<file path="src/hdl/br_defs.svh">
`ifndef BR_DEFS_SVH
`define BR_DEFS_SVH

//////////////////////////////////////////////////////////////////////
// datapath sizing
//////////////////////////////////////////////////////////////////////

// width of register operands, PCs and branch offsets
`define BR_XLEN 32

//////////////////////////////////////////////////////////////////////
// branch history table sizing
//////////////////////////////////////////////////////////////////////

`define BR_BHT_ENTRIES 16 // one 2-bit counter per entry

// index width, must stay log2 of the entry count
// the index is taken from PC bits [BR_BHT_IDX_W+1:2]
`define BR_BHT_IDX_W 4

`endif
</file>
<file path="src/hdl/br_pkg.sv">
`include "br_defs.svh"

package br_pkg;

    //////////////////////////////////////////////////////////////////////
    // branch opcodes as delivered by decode
    //////////////////////////////////////////////////////////////////////

    // codes 6 and 7 have no name and are resolved as illegal
    typedef enum logic [2:0] {
        BEQ  = 3'd0, // taken when rs1 == rs2
        BNE  = 3'd1, // taken when rs1 != rs2
        BLT  = 3'd2, // signed less than
        BGE  = 3'd3, // signed greater or equal
        BLTU = 3'd4, // unsigned less than
        BGEU = 3'd5  // unsigned greater or equal
    } br_op_e;

    //////////////////////////////////////////////////////////////////////
    // 2-bit saturating counter states of the history table
    //////////////////////////////////////////////////////////////////////

    typedef enum logic [1:0] {
        STRONG_NT = 2'd0,
        WEAK_NT   = 2'd1, // reset state of every entry
        WEAK_T    = 2'd2,
        STRONG_T  = 2'd3
    } ctr_e;

    // what travels from the compare stage to the decision stage
    // the operands themselves stop at stage 1, only the flags go on
    typedef struct packed {
        br_op_e              op;
        logic                pred_taken; // direction that fetch guessed
        logic [`BR_XLEN-1:0] pc;
        logic [`BR_XLEN-1:0] offset;     // already sign extended by decode
    } br_payload_t;

endpackage

</file>
<file path="src/hdl/br_stage_if.sv">
// one branch in flight between branch_compare and branch_unit
// a transfer takes place on an edge where valid and ready are both high
interface br_stage_if;

    logic                valid;   // stage 1 holds a branch
    logic                ready;   // stage 2 can take it this cycle
    br_pkg::br_payload_t payload;
    logic                eq;      // rs1 == rs2
    logic                lt;      // signed rs1 < rs2
    logic                ltu;     // unsigned rs1 < rs2

    // producer side, used by the compare stage
    modport src (
        output valid,
        output payload,
        output eq,
        output lt,
        output ltu,
        input  ready
    );

    // consumer side, used by the decision stage
    modport dst (
        input  valid,
        input  payload,
        input  eq,
        input  lt,
        input  ltu,
        output ready
    );

endinterface

</file>
<file path="src/hdl/branch_resolve_top.sv">
`include "br_defs.svh"

// branch resolution slice
// compare stage, decision stage and history table behind plain ports
// two cycles from request to result, one branch per cycle when not stalled
module branch_resolve_top (
    input  logic                clk_i,
    input  logic                rst_i,
    // request side from decode
    input  logic                req_valid_i,
    output logic                req_ready_o,
    input  br_pkg::br_op_e      req_op_i,
    input  logic                req_pred_taken_i,
    input  logic [`BR_XLEN-1:0] req_pc_i,
    input  logic [`BR_XLEN-1:0] req_offset_i,
    input  logic [`BR_XLEN-1:0] req_rs1_i,
    input  logic [`BR_XLEN-1:0] req_rs2_i,
    // result side
    output logic                res_valid_o,
    input  logic                res_ready_i,
    output logic                res_taken_o,
    output logic                res_mispredict_o,
    output logic                res_illegal_o,
    output logic [`BR_XLEN-1:0] res_pc_o,
    output logic [`BR_XLEN-1:0] res_redirect_pc_o,
    // direction lookup for fetch
    input  logic [`BR_XLEN-1:0] lkp_pc_i,
    output logic                lkp_taken_o
);

    logic                upd_valid; // table update, one per legal result
    logic [`BR_XLEN-1:0] upd_pc;
    logic                upd_taken;

    br_stage_if stage_if (); // stage 1 to stage 2

    branch_compare u_compare (
        .clk_i            (clk_i),
        .rst_i            (rst_i),
        .req_valid_i      (req_valid_i),
        .req_ready_o      (req_ready_o),
        .req_op_i         (req_op_i),
        .req_pred_taken_i (req_pred_taken_i),
        .req_pc_i         (req_pc_i),
        .req_offset_i     (req_offset_i),
        .req_rs1_i        (req_rs1_i),
        .req_rs2_i        (req_rs2_i),
        .out_if           (stage_if.src)
    );

    branch_unit u_unit (
        .clk_i             (clk_i),
        .rst_i             (rst_i),
        .in_if             (stage_if.dst),
        .res_valid_o       (res_valid_o),
        .res_ready_i       (res_ready_i),
        .res_taken_o       (res_taken_o),
        .res_mispredict_o  (res_mispredict_o),
        .res_illegal_o     (res_illegal_o),
        .res_pc_o          (res_pc_o),
        .res_redirect_pc_o (res_redirect_pc_o),
        .upd_valid_o       (upd_valid),
        .upd_pc_o          (upd_pc),
        .upd_taken_o       (upd_taken)
    );

    branch_history u_history (
        .clk_i       (clk_i),
        .rst_i       (rst_i),
        .lkp_pc_i    (lkp_pc_i),
        .lkp_taken_o (lkp_taken_o),
        .upd_valid_i (upd_valid),
        .upd_pc_i    (upd_pc),
        .upd_taken_i (upd_taken)
    );

endmodule

</file>
<file path="src/hdl/branch_history.sv">
`include "br_defs.svh"

// branch history table of 2-bit saturating counters
// indexed by PC bits [BR_BHT_IDX_W+1:2], with no tag, so aliasing PCs share
// a counter
module branch_history (
    input  logic                clk_i,
    input  logic                rst_i,
    input  logic [`BR_XLEN-1:0] lkp_pc_i,
    output logic                lkp_taken_o,
    input  logic                upd_valid_i,
    input  logic [`BR_XLEN-1:0] upd_pc_i,
    input  logic                upd_taken_i
);

    br_pkg::ctr_e              ctr_q [`BR_BHT_ENTRIES];
    logic [`BR_BHT_IDX_W-1:0]  lkp_idx;
    logic [`BR_BHT_IDX_W-1:0]  upd_idx;
    br_pkg::ctr_e              lkp_ctr;

    // one step of a saturating counter toward taken or not taken
    function automatic br_pkg::ctr_e ctr_step(input br_pkg::ctr_e cur, input logic taken);
        br_pkg::ctr_e nxt;
        nxt = cur;
        case (cur)
            br_pkg::STRONG_NT: nxt = taken ? br_pkg::WEAK_NT  : br_pkg::STRONG_NT;
            br_pkg::WEAK_NT:   nxt = taken ? br_pkg::WEAK_T   : br_pkg::STRONG_NT;
            br_pkg::WEAK_T:    nxt = taken ? br_pkg::STRONG_T : br_pkg::WEAK_NT;
            br_pkg::STRONG_T:  nxt = taken ? br_pkg::STRONG_T : br_pkg::WEAK_T;
            default:           nxt = br_pkg::WEAK_NT;
        endcase
        return nxt;
    endfunction

    // word aligned PCs, so the two low bits carry no information
    assign lkp_idx = lkp_pc_i[`BR_BHT_IDX_W+1:2];
    assign upd_idx = upd_pc_i[`BR_BHT_IDX_W+1:2];

    //////////////////////////////////////////////////////////////////////
    // counter table
    //////////////////////////////////////////////////////////////////////

    always_ff @(posedge clk_i) begin
        if (rst_i) begin
            for (int i = 0; i < `BR_BHT_ENTRIES; i++) begin
                ctr_q[i] <= br_pkg::WEAK_NT; // weakly not taken, flips after one taken
            end
        end else if (upd_valid_i) begin
            ctr_q[upd_idx] <= ctr_step(ctr_q[upd_idx], upd_taken_i);
        end
    end

    //////////////////////////////////////////////////////////////////////
    // lookup
    //////////////////////////////////////////////////////////////////////

    // combinational read, sees the table as of the last edge
    assign lkp_ctr     = ctr_q[lkp_idx];
    assign lkp_taken_o = (lkp_ctr == br_pkg::WEAK_T) || (lkp_ctr == br_pkg::STRONG_T);

endmodule

</file>
<file path="src/hdl/branch_unit.sv">
`include "br_defs.svh"

// stage 2 of branch resolution
// picks the condition by opcode, decides taken and mispredict and works out
// where fetch should have gone, then hands the outcome to the history table
module branch_unit (
    input  logic                clk_i,
    input  logic                rst_i,
    br_stage_if.dst             in_if,
    output logic                res_valid_o,
    input  logic                res_ready_i,
    output logic                res_taken_o,
    output logic                res_mispredict_o,
    output logic                res_illegal_o,
    output logic [`BR_XLEN-1:0] res_pc_o,
    output logic [`BR_XLEN-1:0] res_redirect_pc_o,
    output logic                upd_valid_o,
    output logic [`BR_XLEN-1:0] upd_pc_o,
    output logic                upd_taken_o
);

    logic                res_valid_q;
    logic                taken_q;
    logic                mispredict_q;
    logic                illegal_q;
    logic [`BR_XLEN-1:0] pc_q;
    logic [`BR_XLEN-1:0] redirect_q;
    logic                xfer;          // interface transfer in this cycle
    logic                cond_taken;    // direction from the flags
    logic                op_illegal;    // opcode 6 or 7
    logic [`BR_XLEN-1:0] target_pc;

    //////////////////////////////////////////////////////////////////////
    // condition select
    //////////////////////////////////////////////////////////////////////

    always_comb begin
        cond_taken = 1'b0;
        op_illegal = 1'b0;
        case (in_if.payload.op)
            br_pkg::BEQ:  cond_taken = in_if.eq;
            br_pkg::BNE:  cond_taken = !in_if.eq;
            br_pkg::BLT:  cond_taken = in_if.lt;
            br_pkg::BGE:  cond_taken = !in_if.lt;
            br_pkg::BLTU: cond_taken = in_if.ltu;
            br_pkg::BGEU: cond_taken = !in_if.ltu;
            default: begin
                op_illegal = 1'b1; // not a branch, never taken
            end
        endcase
    end

    // pc+offset when taken, otherwise the fall-through instruction
    assign target_pc = cond_taken ? in_if.payload.pc + in_if.payload.offset
                                  : in_if.payload.pc + `BR_XLEN'd4;

    //////////////////////////////////////////////////////////////////////
    // result register
    //////////////////////////////////////////////////////////////////////

    assign in_if.ready = !res_valid_q || res_ready_i; // empty or leaving now
    assign xfer        = in_if.valid && in_if.ready;

    always_ff @(posedge clk_i) begin
        if (rst_i) begin
            res_valid_q <= 1'b0;
        end else if (in_if.ready) begin
            res_valid_q <= in_if.valid;
        end
    end

    // the outcome only moves on a transfer, so it holds under back-pressure
    always_ff @(posedge clk_i) begin
        if (xfer) begin
            taken_q      <= cond_taken;
            mispredict_q <= !op_illegal && (cond_taken != in_if.payload.pred_taken);
            illegal_q    <= op_illegal;
            pc_q         <= in_if.payload.pc;
            redirect_q   <= target_pc;
        end
    end

    assign res_valid_o       = res_valid_q;
    assign res_taken_o       = taken_q;
    assign res_mispredict_o  = mispredict_q;
    assign res_illegal_o     = illegal_q;
    assign res_pc_o          = pc_q;
    assign res_redirect_pc_o = redirect_q;

    //////////////////////////////////////////////////////////////////////
    // history update
    //////////////////////////////////////////////////////////////////////

    // one pulse per result handshake, illegal ops leave the table alone
    assign upd_valid_o = res_valid_q && res_ready_i && !illegal_q;
    assign upd_pc_o    = pc_q;
    assign upd_taken_o = taken_q;

endmodule

</file>
<file path="src/hdl/branch_compare.sv">
`include "br_defs.svh"

// stage 1 of branch resolution
// takes a decoded branch, keeps its payload and reduces the two operands
// to the three comparison flags that stage 2 needs
module branch_compare (
    input  logic                clk_i,
    input  logic                rst_i,
    input  logic                req_valid_i,
    output logic                req_ready_o,
    input  br_pkg::br_op_e      req_op_i,
    input  logic                req_pred_taken_i,
    input  logic [`BR_XLEN-1:0] req_pc_i,
    input  logic [`BR_XLEN-1:0] req_offset_i,
    input  logic [`BR_XLEN-1:0] req_rs1_i,
    input  logic [`BR_XLEN-1:0] req_rs2_i,
    br_stage_if.src             out_if
);

    logic                valid_q;   // the stage register holds a branch
    br_pkg::br_payload_t payload_q;
    logic                eq_q;
    logic                lt_q;
    logic                ltu_q;
    logic                accept;    // request handshake in this cycle

    //////////////////////////////////////////////////////////////////////
    // handshake
    //////////////////////////////////////////////////////////////////////

    // free when empty, or when the held branch leaves in the same cycle
    assign req_ready_o = !valid_q || out_if.ready;
    assign accept      = req_valid_i && req_ready_o;

    always_ff @(posedge clk_i) begin
        if (rst_i) begin
            valid_q <= 1'b0;
        end else if (req_ready_o) begin
            valid_q <= req_valid_i; // refill or drain, never drop a held branch
        end
    end

    //////////////////////////////////////////////////////////////////////
    // payload and flags
    //////////////////////////////////////////////////////////////////////

    // loaded only on acceptance so everything stays put while stalled
    always_ff @(posedge clk_i) begin
        if (accept) begin
            payload_q.op         <= req_op_i;
            payload_q.pred_taken <= req_pred_taken_i;
            payload_q.pc         <= req_pc_i;
            payload_q.offset     <= req_offset_i;
            eq_q  <= (req_rs1_i == req_rs2_i);
            lt_q  <= ($signed(req_rs1_i) < $signed(req_rs2_i)); // BLT and BGE
            ltu_q <= (req_rs1_i < req_rs2_i);                   // BLTU and BGEU
        end
    end

    assign out_if.valid   = valid_q;
    assign out_if.payload = payload_q;
    assign out_if.eq      = eq_q;
    assign out_if.lt      = lt_q;
    assign out_if.ltu     = ltu_q;

endmodule

</file>
<file path="config.mk">
export PLATFORM = sky130hd
export DESIGN_NAME = branch_resolve_top
export DESIGN_NICKNAME = d
export VERILOG_FILES = /design/src/hdl/br_pkg.sv /design/src/hdl/br_stage_if.sv /design/src/hdl/branch_resolve_top.sv /design/src/hdl/branch_history.sv /design/src/hdl/branch_unit.sv /design/src/hdl/branch_compare.sv
export VERILOG_INCLUDE_DIRS = /design/src /design/src/hdl
export SDC_FILE = /design/constraint.sdc
export NUM_CORES = 1
export LEC_CHECK = 0
export ABC_AREA = 1
export BUFFER_PORTS_ARGS = -buffer_cell sky130_fd_sc_hd__buf_2
export CORE_MARGIN = 2
export CORE_UTILIZATION = 41
export DETAILED_ROUTE_END_ITERATION = 10
export PLACE_DENSITY = 0.73
export SKIP_LAST_GASP = 1
export SLEW_MARGIN = 20
export SYNTH_ARGS = -nofsm -noshare
export SYNTH_HDL_FRONTEND = slang
export SYNTH_SLANG_ARGS = --single-unit
</file>
<file path="constraint.sdc">
create_clock -name clk_i -period 6.3 [get_ports clk_i]
set_clock_uncertainty 0.15 [all_clocks]
set_input_delay 0 -clock clk_i [delete_from_list [all_inputs] [get_ports clk_i]]
set_output_delay 0 -clock clk_i [all_outputs]
set_load 0.01 [all_outputs]
</file>
* Word level (Yosys, flattened, before mapping) *
Memories as Yosys holds them, arrays and structs flattened. A register that Yosys moved wholly into a read port is not among the register bits.
Index checks and enable logic that the tools add are counted.

storage, ports and cells
  memories = 1
  RAM bits = 32
  word-level logic and storage cells = 68
  register bits after elaboration = 140

memory list
  memory           words  width  read ports  clocked after Yosys merged registers in  write ports  line                  RTL
  u_history.ctr_q  16     2      2           1                                        16           branch_history.sv:16  br_pkg::ctr_e ctr_q [`BR_BHT_ENTRIES];

operators by class
  mux-type cells = 19
  equal/unequal tests = 12
  $lt $le $gt $ge = 2
  add/subtract/negate cells = 2
  reduce and logical (&&, ||, !) cells = 18

operators by type and width
  cell                                                                    count
  32-bit < comparator                                                     2
  32-bit by 3-bit adder with 32-bit output (second input constant)        1
  32-bit adder                                                            1
  32-bit equality test                                                    1
  32-bit two-way mux                                                      1
  2-bit two-way mux                                                       5
  1-bit two-way mux                                                       9
  2-bit equality test (second input constant)                             4
  4-bit two-way mux                                                       2
  2-bit one-hot mux with 4 select lines                                   1
  3-bit by 2-bit equality test with 1-bit output (second input constant)  2
  3-bit equality test (second input constant)                             2
  1-bit zero test                                                         6
  1-bit one-hot mux with 6 select lines                                   1
  6-bit OR reduction                                                      1
  1-bit logical AND                                                       5
  3-bit by 1-bit equality test with 1-bit output (second input constant)  1
  3-bit zero test                                                         1
  1-bit logical OR                                                        3
  2-bit by 1-bit equality test with 1-bit output (second input constant)  1
  2-bit zero test                                                         1
  2-bit OR reduction                                                      1
  1-bit inequality test                                                   1

* Longest topological paths before layout *
Gate-level depths: netlist of run 1.

  depth in word-level cells = 7
  depth in mapped cells = 14
  gate-level depth less buffers = 14

* Cells and area by module *
Synthesis of run 1 repeated with hierarchy kept, for this count alone.

second synthesis, totals
  cell total of the unflattened synthesis = 1337
  area, all modules = 11094.4 um^2

by module, submodules not included
  module          area each (um^2)  instances  cells an instance  seq. area each (um^2)
  branch_unit     5904.4            1          851                2031.9
  branch_compare  3069.2            1          224                2152.1
  branch_history  2120.8            1          262                960.9

* Worst setup path before layout of run 1 *
No wires, ideal clock.

  path type = reg-to-reg
  start = reg u_unit.res_valid_q, in the netlist u_unit.res_valid_o
  end = reg u_compare.eq_q, in the netlist u_compare.out_if.eq, enable pin
  period minus slack after synthesis = 2.576 ns
  data required time = 5.725 ns
  arrival time = 2.001 ns
  stages on the path, launching flop included = 4
  path slack = 3.724 ns
  path through = dfxtp_1 nand3_1 nand2_1 inv_1

between the ends
  cells in the longest elaborated chain, start to end = 4

RTL lines
  what                        line                      RTL
  start: declaration          branch_unit.sv:22         logic res_valid_q;
  start signal: assignment    branch_unit.sv:68         res_valid_q <= in_if.valid;
  1-bit zero test             branch_unit.sv:61         assign in_if.ready = !res_valid_q || res_ready_i;
  1-bit logical OR            branch_unit.sv:61
  1-bit logical OR            branch_compare.sv:32      assign req_ready_o = !valid_q || out_if.ready;
  named net req_ready_o       branch_resolve_top.sv:11  output logic req_ready_o,
  1-bit logical AND           branch_compare.sv:33      assign accept = req_valid_i && req_ready_o;
  named net u_compare.accept  branch_compare.sv:25      logic accept;
  end signal: assignment      branch_compare.sv:54      eq_q <= (req_rs1_i == req_rs2_i);
  end: declaration            branch_compare.sv:22      logic eq_q;

The timed path passes the listed nets, and every way through them passes these cells.
A chain may end at the register's enable or synchronous reset.

* Worst setup path after layout of run 1 *
  start = reg u_compare.payload_q (netlist bit u_compare.out_if.payload[66])
  end = reg u_unit.redirect_q[13], in the netlist u_unit.res_redirect_pc_o[13] (data pin)

between the ends
  cells in the longest elaborated chain, start to end = 3

RTL lines
  what                                         line                  RTL
  start: declaration                           branch_compare.sv:21  br_pkg::br_payload_t payload_q;
  3-bit equality test (tied with other cells)  branch_unit.sv:40     case (in_if.payload.op)
  1-bit one-hot mux with 6 select lines (*)    branch_unit.sv:40
  32-bit two-way mux (*)                       branch_unit.sv:54     assign target_pc = cond_taken ? in_if.payload.pc + in_if.payload.offset
  named net u_unit.target_pc[13]               branch_unit.sv:31     logic [`BR_XLEN-1:0] target_pc;
  end signal: assignment                       branch_unit.sv:79     redirect_q <= target_pc;
  end: declaration                             branch_unit.sv:27     logic [`BR_XLEN-1:0] redirect_q;

The timed path passes the listed nets; every way through them passes the cells marked *.

==> summary.md, run 1 <==
| Metric | Value |
|---|---|
| Status | finished clean |
| Clock transition at path regs | 0.07 ns |
| VDD IR max | 0.000152 V |
| Fin. max-slew vios | 0 |
| Final setup TNS | 0 ns |
| CP Max Fanout | 36 |
| Num rows | 58 |
| Type of the worst min-delay path | input port to flip-flop |
| Via count | between 9000 and 10000 |
| Die width | 165 um |
| Skew-Pair Late Insertion Delay | around 0.43 ns |
| Fraction of layout cells with a size suffix above 1 | 15.9% |
| Final min period | 3.06 ns |
| CP bufs+invs | 2 |
| Critical Path RT | 6.44 ns |
| Setup Viol. Count Final | 0 |
| HPWL after DPL | roughly 22000 um |
| CTS sink cnt | roughly 180 |
| # nets final | 1818 |
| Number of global-route vias before repair | around 9400 |
| Final Hold Fails | 0 |
| TritonCTS clock tree | built |
| Die Y-Extent | 165 um |
| Root Buffer | clkbuf_16 |
| Delay-heaviest family, CP | simple AND/OR/NAND/NOR gates |
| Pin count of the biggest net entering global routing | 72 |
| Setup slack after layout | 3.24 ns |
| Syn avg cell area | about 8.2 um^2 |
| PwrDens | 234 nW/um^2 |
| Wirelength, routed | ~29000 um |
| MaxCap Viol Count | 0 |
| Worst path cell trace | inv_1 > nand2_1 > o21ai_0 > nand2_1 > nand3_1 > nand2_1 > inv_2 > nand3_1 > nand2_1 |
| Most frequent CP cell | nand2_1 |
| Crit path launch | u_compare.out_if.payload[66]$_DFFE_PP_ |
| DRC | 0 |
| Initial Util | 41.9% |
| Post-synthesis cell type count | 31 |
| Crit Path Class | flip-flop to flip-flop |
| Synth Cell Area | about 11000 um^2 |
| TritonRoute pass-1 iters | 5 |
| Synth warnings | 0 |
| H-Tree Depth | 4 |
| Max Root-Sink Buffers | 2 |
| Gr usage total | between 20 and 25% |
| Grt total ovfl | 0 |
| GP Congestion | 0.919 |
| Initial antenna violation count | 0 |
| Initial drt markers | approximately 900 |
| # Post-CTS Setup Buffers | 0 |
| Max Clk Rate | roughly 330 MHz |
| Routed len/inst | 15.1 um |
| Die area | 27200 um^2 |
| IO Pins | 238 |
| Worst setup EP type | flip-flop |
| RSZ-0062 raised after global routing | no |
| Post-synthesis sequential area ratio | 49.2% |
| Hold Crit Start | req_rs1_i[8] |
| Slew of the pin with the lowest slew margin | 1.02 ns |
| Startpoint Class | flip-flop |
| #FFs+latches synth | 176 |
| Crit-path slowest cell | inv_2 |
| Final period util | between 40 and 50% |
| P&R area growth vs syn | 25.9% |
| First-pass GRT wire length | 46100 um |
| CP arrival | 3.20 ns |
| P_leak | roughly 6.4 nW |
| Relative slew slack | between 30% and 40% |
| Synth Instances | 1296 |
| Post-Place Setup Slack | 3.25 ns |
| Remaining antenna violation count after routing | 0 |
| Syn_nets | 1529 |
| CP max stage delay | just over 0.8 ns |
| Port Buffers | ~210 |
| Vias/cell | 4.89 |
| Reg-to-Reg Start | u_compare.out_if.payload[66]$_DFFE_PP_ |
| Core Area | 25300 um^2 |
| CTS Buf Count | 17 |
| Ant diodes | 0 |
flip-flops by register name (all words and copies together) (netlist names), named ones only:
signal,flops
u_compare.out_if.payload,68
u_history.ctr_q,32
u_unit.res_pc_o,32
u_unit.res_redirect_pc_o,32
u_compare.out_if.eq,1
u_compare.out_if.lt,1
u_compare.out_if.ltu,1
u_compare.out_if.valid,1
u_unit.res_illegal_o,1
u_unit.res_mispredict_o,1
u_unit.res_taken_o,1
u_unit.res_valid_o,1
cell usage after synthesis, drive strengths merged:
library cell	n	area, um^2
or2	6	37.5
clkbuf	2	7.51
nand2	421	1590
nor4b	1	8.76
nor2	110	413
a21oi	47	235
o31ai	1	7.51
xor2	21	184
inv	233	875
nand3	78	390
nand4	14	87.6
o21ai	34	170
nand3b	4	30.0
o211ai	13	97.6
edfxtp	170	5100
dfxtp	6	120
nor3b	1	7.51
nor3	29	145
xnor2	16	140
fa	1	20.0
o21bai	2	15.0
and2	5	31.3
nor4	1	6.26
o21a	1	7.51
a21o	2	15.0
ha	64	801
buf	13	81.3
cells in the final DEF (no fill, tap or decap), types with 2 or more instances in the layout:
cell	count
a21o_1	2
a21oi_1	47
and2_1	5
buf_2	209
buf_4	2
bufinv_16	3
clkbuf_16	17
clkinvlp_4	2
dfxtp_1	6
dlygate4sd3_1	74
edfxtp_1	170
ha_1	64
inv_1	230
inv_2	3
inv_6	4
inv_8	4
nand2_1	419
nand2_2	2
nand3_1	78
nand3b_1	4
nand4_1	14
nor2_1	110
nor3_1	29
o211ai_1	13
o21ai_0	34
o21bai_1	2
or2_2	6
xnor2_1	16
xor2_1	21
where the power goes:
| group | switching (mW) | total (mW) | internal [mW] |
|---|---|---|---|
| Clock | 0.498 | 1.14 | 0.641 |
| Combinational | 0.347 | 0.567 | 0.221 |
| Sequential | 0.0551 | 1.42 | 1.36 |
worst reg2reg max path: stages (launching register included):
cell      delay, ns
edfxtp_1       0.42
inv_1          0.09
nand2_1        0.06
o21ai_0        0.14
nand2_1        0.07
nand3_1        0.14
nand2_1        0.62
inv_2          0.82
nand3_1        0.27
nand2_1        0.14
through the flow:
step	hold WS (ns)	cells	area [um^2]	util, %	power, mW
after global placement	0.0263	1822	12000	47.4	1.96
after floorplan	-0.0809	1296	10600	-	1.78
final	0.0339	1928	13400	52.8	3.13
after global routing	0.0396	1928	13400	52.8	3.27
after detailed placement	0.0281	1822	12000	47.4	1.97
after CTS	0.0216	1928	13400	52.8	3.14
timing repair:
item / 4_1_cts / 5_1_grt
hold endpoints to repair: 72 / 0
hold buffers: 74 / 0
resized for setup: 0 / 0
endpoints found under the setup margin: 0 / 0
cells by family (layout without fill, tap and decap cells):
| group | after synthesis | count (layout) | synth area share, % |
|---|---|---|---|
| flip-flops | 176 | 176 | 49.2 |
| AO/OA/AOI/OAI | 100 | 100 | 5.16 |
| adder cells (fa/ha/maj) | 65 | 65 | 7.73 |
| AND/OR/NAND/NOR | 670 | 670 | 25.8 |
| buffers and inverters | 248 | 550 | 9.07 |
| XOR/XNOR | 37 | 37 | 3.05 |
layout make-up:
type	count	area (um^2)
flip-flops and latches	176	5230
inverters	233	875
clock buffers	17	425
multi-input cells	872	4440
repair buffers	285	1800
clock inverters	15	199
well taps	330	413
fillers	2376	12000
final timing paths:
check | end | slack, ns | cells past startpoint
worst max-delay path | u_unit.res_redirect_pc_o[13]$_DFFE_PP_ | 3.24 | 9
worst min-delay path | u_compare.out_if.eq$_DFFE_PP_ | 0.03 | 4
worst max register to register | u_unit.res_redirect_pc_o[13]$_DFFE_PP_ | 3.24 | 9
worst min register to register | u_unit.res_pc_o[0]$_DFFE_PP_ | 0.36 | 0
routing by layer:
metal  vias up  part of all wire [%]  GRT usage [%]  wire, um
li1       4756                     -              -         -
met1      4334                    44           29.0     12800
met2       315                    48           38.3     14100
met3        27                   6.5           3.34      1910
met4         0                   1.5           5.65       439
met5         -                     0              0         0
No activity file was read; power rests on OpenSTA's default activity.
==> run 2, diff against run 1 <==
--- a/config.mk
+++ b/config.mk
@@ -6,12 +6,12 @@
 export SDC_FILE = /design/constraint.sdc
 export NUM_CORES = 1
 export LEC_CHECK = 0
-export ABC_AREA = 1
+export ABC_AREA = 0
 export BUFFER_PORTS_ARGS = -buffer_cell sky130_fd_sc_hd__buf_2
 export CORE_MARGIN = 2
 export CORE_UTILIZATION = 41
 export DETAILED_ROUTE_END_ITERATION = 10
-export PLACE_DENSITY = 0.73
+export PLACE_DENSITY = 0.77
 export SKIP_LAST_GASP = 1
 export SLEW_MARGIN = 20
 export SYNTH_ARGS = -nofsm -noshare
==> constraint.sdc (replaced) <==
create_clock -name clk_i -period 2.75 [get_ports clk_i]
set_clock_uncertainty 0.15 [all_clocks]
set_input_delay 0 -clock clk_i [delete_from_list [all_inputs] [get_ports clk_i]]
set_output_delay 0 -clock clk_i [all_outputs]
set_load 0.01 [all_outputs]
==> run 2 against run 1 <==
  * Critical endpoint is now u_unit.res_redirect_pc_o[18]$_DFFE_PP_
  * Critical path type unchanged
  * Sequential share of layout area up 1.0 points
  * Via count is 21% lower
  * Synthesized cell count is 40% lower
  * Final cell count shrank 24%
  * Die area fell by 11%
  * Clock power is 120% higher
  * The flow now finishes with violations (setup timing)
  * Core utilization grew 4.9 points
  * Combinational power increased by 140%
  * First-iteration DRC count shrank 49%
==> summary.md, run 2 <==
| Metric | Value |
|---|---|
| CP arrival | 3.19 ns |
| Most common cell after layout, fill and taps aside | buf_2 |
| Yosys top cell by area | edfxtp_1 |
| Ant diodes | 0 |
| Initial drt markers | 473 |
| P&R area growth vs syn | 38.9% |
| Initial Util | 41.6% |
| Synth warnings | 0 |
| Die width | around 160 um |
| Critical Path RT | 2.80 ns |
| # nets final | 1400 |
| Most common cell in the netlist | edfxtp_1 |
| MaxCap Viol Count | 0 |
| Number of global-route vias before repair | around 7600 |
| Grt total ovfl | 0 |
| Setup Viol. Count Final | 10 |
| Die Y-Extent | 155 um |
| Syn_nets | 1017 |
| HPWL after DPL | 17500 um |
| Final period util | 114% |
| Asr flop ratio synth | 0% |
| Primary FF master, synth | edfxtp_1 |
| Max Root-Sink Buffers | 2 |
| Delay-heaviest family, CP | compound AO/OA/AOI/OAI gates |
| Synth cell count leaders | edfxtp_1 (170), nand2_1 (76), ha_1 (64), nor2_1 (62), a21oi_1 (53) |
| Worst hold slack | 0.0220 ns |
| Die area | 24100 um^2 |
| CTS sink cnt | 176 |
| Share of the synthesized area in the top cell type | 54.4% |
| Top Usage Layer GRT | met2 |
| Post-synthesis cell type count | 64 |
| TritonRoute pass-1 iters | 5 |
| Vias/cell | 5.10 |
| H-Tree Depth | 4 |
| VDD IR max | 0.000419 V |
| Met1 usage | about a quarter |
| Final min period | 3.15 ns |
| CP Max Fanout | 3 |
| CP max stage delay | 0.40 ns |
| First-pass GRT wire length | between 30000 and 40000 um |
| #FFs+latches synth | between 150 and 200 |
| Final setup TNS | -2.14 ns |
| Synth Instances | 784 |
| Most frequent cells in the layout | buf_2 (209), edfxtp_1 (170), buf_4 (87) |
| CTS Buf Count | 17 |
| Remaining antenna violation count after routing | 0 |
| PwrDens | 542 nW/um^2 |
| TritonCTS clock tree | built |
| Syn avg cell area | 12.0 um^2 |
| Initial antenna violation count | 0 |
| Fraction of layout cells with a size suffix above 1 | 33.6% |
| Port Buffers | 209 |
| Pin count of the biggest net entering global routing | 68 |
| Synth Cell Area | 9380 um^2 |
| RSZ-0062 raised after global routing | yes |
| Slew of the pin with the lowest slew margin | ~0.46 ns |
| Gr usage total | between 20 and 25% |
| Crit-path slowest cell | edfxtp_1 |
| Met2 Track Usage GR | 33.4% |
| Max Clk Rate | roughly 320 MHz |
| Failing checks | setup timing |
| Post-synth EDFFs | 170 |
| Num rows | 55 |
| Startpoint Class | flip-flop |
| Wirelength, routed | ~24000 um |
| Via count | 7469 |
| IO Pins | 238 |
| Relative slew slack | 69.0% |
| Crit path launch | u_compare.out_if.payload[32]$_DFFE_PP_ |
| Worst path cell trace | ha_2 > fa_2 > a21oi_4 > o221ai_2 > a311o_1 > a31oi_4 > or2_1 > a21oi_2 > o21a_1 > or3_1 > a31o_1 |
| Type of the worst min-delay path | input port to flip-flop |
| GP Congestion | between 0.8 and 0.9 |
| Setup slack after layout | -0.396 ns |
| Clock transition at path regs | around 0.070 ns |
| Status | complete, but fails checks |
| Worst setup EP type | flip-flop |
| Core Area | about 23000 um^2 |
| Hold Crit Start | req_rs2_i[31] |
| Final Hold Fails | 0 |
| P_leak | 5.47 nW |
| DRC | 0 |
| Routed len/inst | around 16 um |
| Crit Path Class | flip-flop to flip-flop |
| Number of flip-flops in the largest register | between 60 and 70 |
| Root Buffer | clkbuf_16 |
| CP bufs+invs | 0 |
| Skew-Pair Late Insertion Delay | 0.44 ns |
| Met3 global-route usage | 4.01% |
| Fin. max-slew vios | 0 |
| Reg-to-Reg Start | u_compare.out_if.payload[32]$_DFFE_PP_ |
| Top cells by area, synth | edfxtp_1 (54%), ha_1 (8.5%), mux4_2 (3.1%), nand2_1 (3.0%), a21oi_1 (2.8%) |
| Post-synthesis sequential area ratio | 55.7% |
run 2: cell types whose count changed after synthesis, moves of 18 or more:
cell / before / now
nand2_1: 419 / 76
nand3_1: 78 / 30
nand2b_1: 0 / 18
a21o_1: 2 / 20
inv_1: 232 / 43
nor3_1: 29 / 8
nor2_1: 110 / 62
run 2: kinds of logic after synthesis:
family,after synthesis,synth area share [%]
flip-flops,176,55.7
buffers and inverters,62,2.57
AO/OA/AOI/OAI,141,9.43
adder cells (fa/ha/maj),69,9.17
AND/OR/NAND/NOR,250,12.7
multiplexers,27,4.89
XOR/XNOR,59,5.51
run 2: timing repair:
action / 4_1_cts / 5_1_grt
setup buffers: 3 / 5
gates cloned: 0 / 0
hold buffers: 78 / 0
pin swaps: 7 / 14
endpoints found under the setup margin: 13 / 16
hold endpoints to repair: 97 / 0
resized for setup: 8 / 18
run 2: per-layer routing:
layer / wire length, um / vias to the layer above
li1: - / 3655
met1: 10500 / 3505
met2: 11600 / 256
met3: 1180 / 53
met4: 622 / 0
met5: 0 / -
run 2: power by group:
| part | switching (mW) | internal [mW] |
|---|---|---|
| Combinational | 0.689 | 0.682 |
| Sequential | 0.0805 | 3.12 |
| Clock | 1.11 | 1.37 |
| Total | 1.88 | 5.17 |
run 2: worst register-to-register path: stages (launching register included):
cell	delay (ns)
edfxtp_1	0.40
ha_2	0.21
fa_2	0.37
a21oi_4	0.16
o221ai_2	0.13
a311o_1	0.34
a31oi_4	0.19
or2_1	0.16
a21oi_2	0.08
o21a_1	0.18
or3_1	0.31
a31o_1	0.23
run 2: area by class of cell:
type                       instances  area (um^2)
sequential                       176         5230
timing repair buffer             382         2610
clock buffer                      17          425
inverter                          44          165
multi-input combinational        546         4080
tap                              285          357
clock inverter                    15          171
fill                            1844         9540
run 2: path summary, 6_finish.rpt:
check                                                         endpoint  slack (ns)  cells past startpoint
worst max register to register  u_unit.res_redirect_pc_o[18]$_DFFE_PP_       -0.40                     11
worst min-delay path                     u_compare.out_if.lt$_DFFE_PP_        0.02                      4
worst min register to register           u_unit.res_pc_o[31]$_DFFE_PP_        0.33                      0
worst max-delay path            u_unit.res_redirect_pc_o[18]$_DFFE_PP_       -0.40                     11
run 2: per-stage QoR:
stage	total power [mW]	setup WS (ns)	instances	cell area (um^2)	utilization, %
floorplan	3.95	-0.375	784	9420	-
global placement	4.45	-0.490	1347	11500	50.8
detailed placement	4.48	-0.582	1347	11500	50.8
CTS	7.05	-0.372	1460	12900	57.2
global route	7.34	-0.469	1465	13000	57.7
finish	7.06	-0.396	1465	13000	57.7
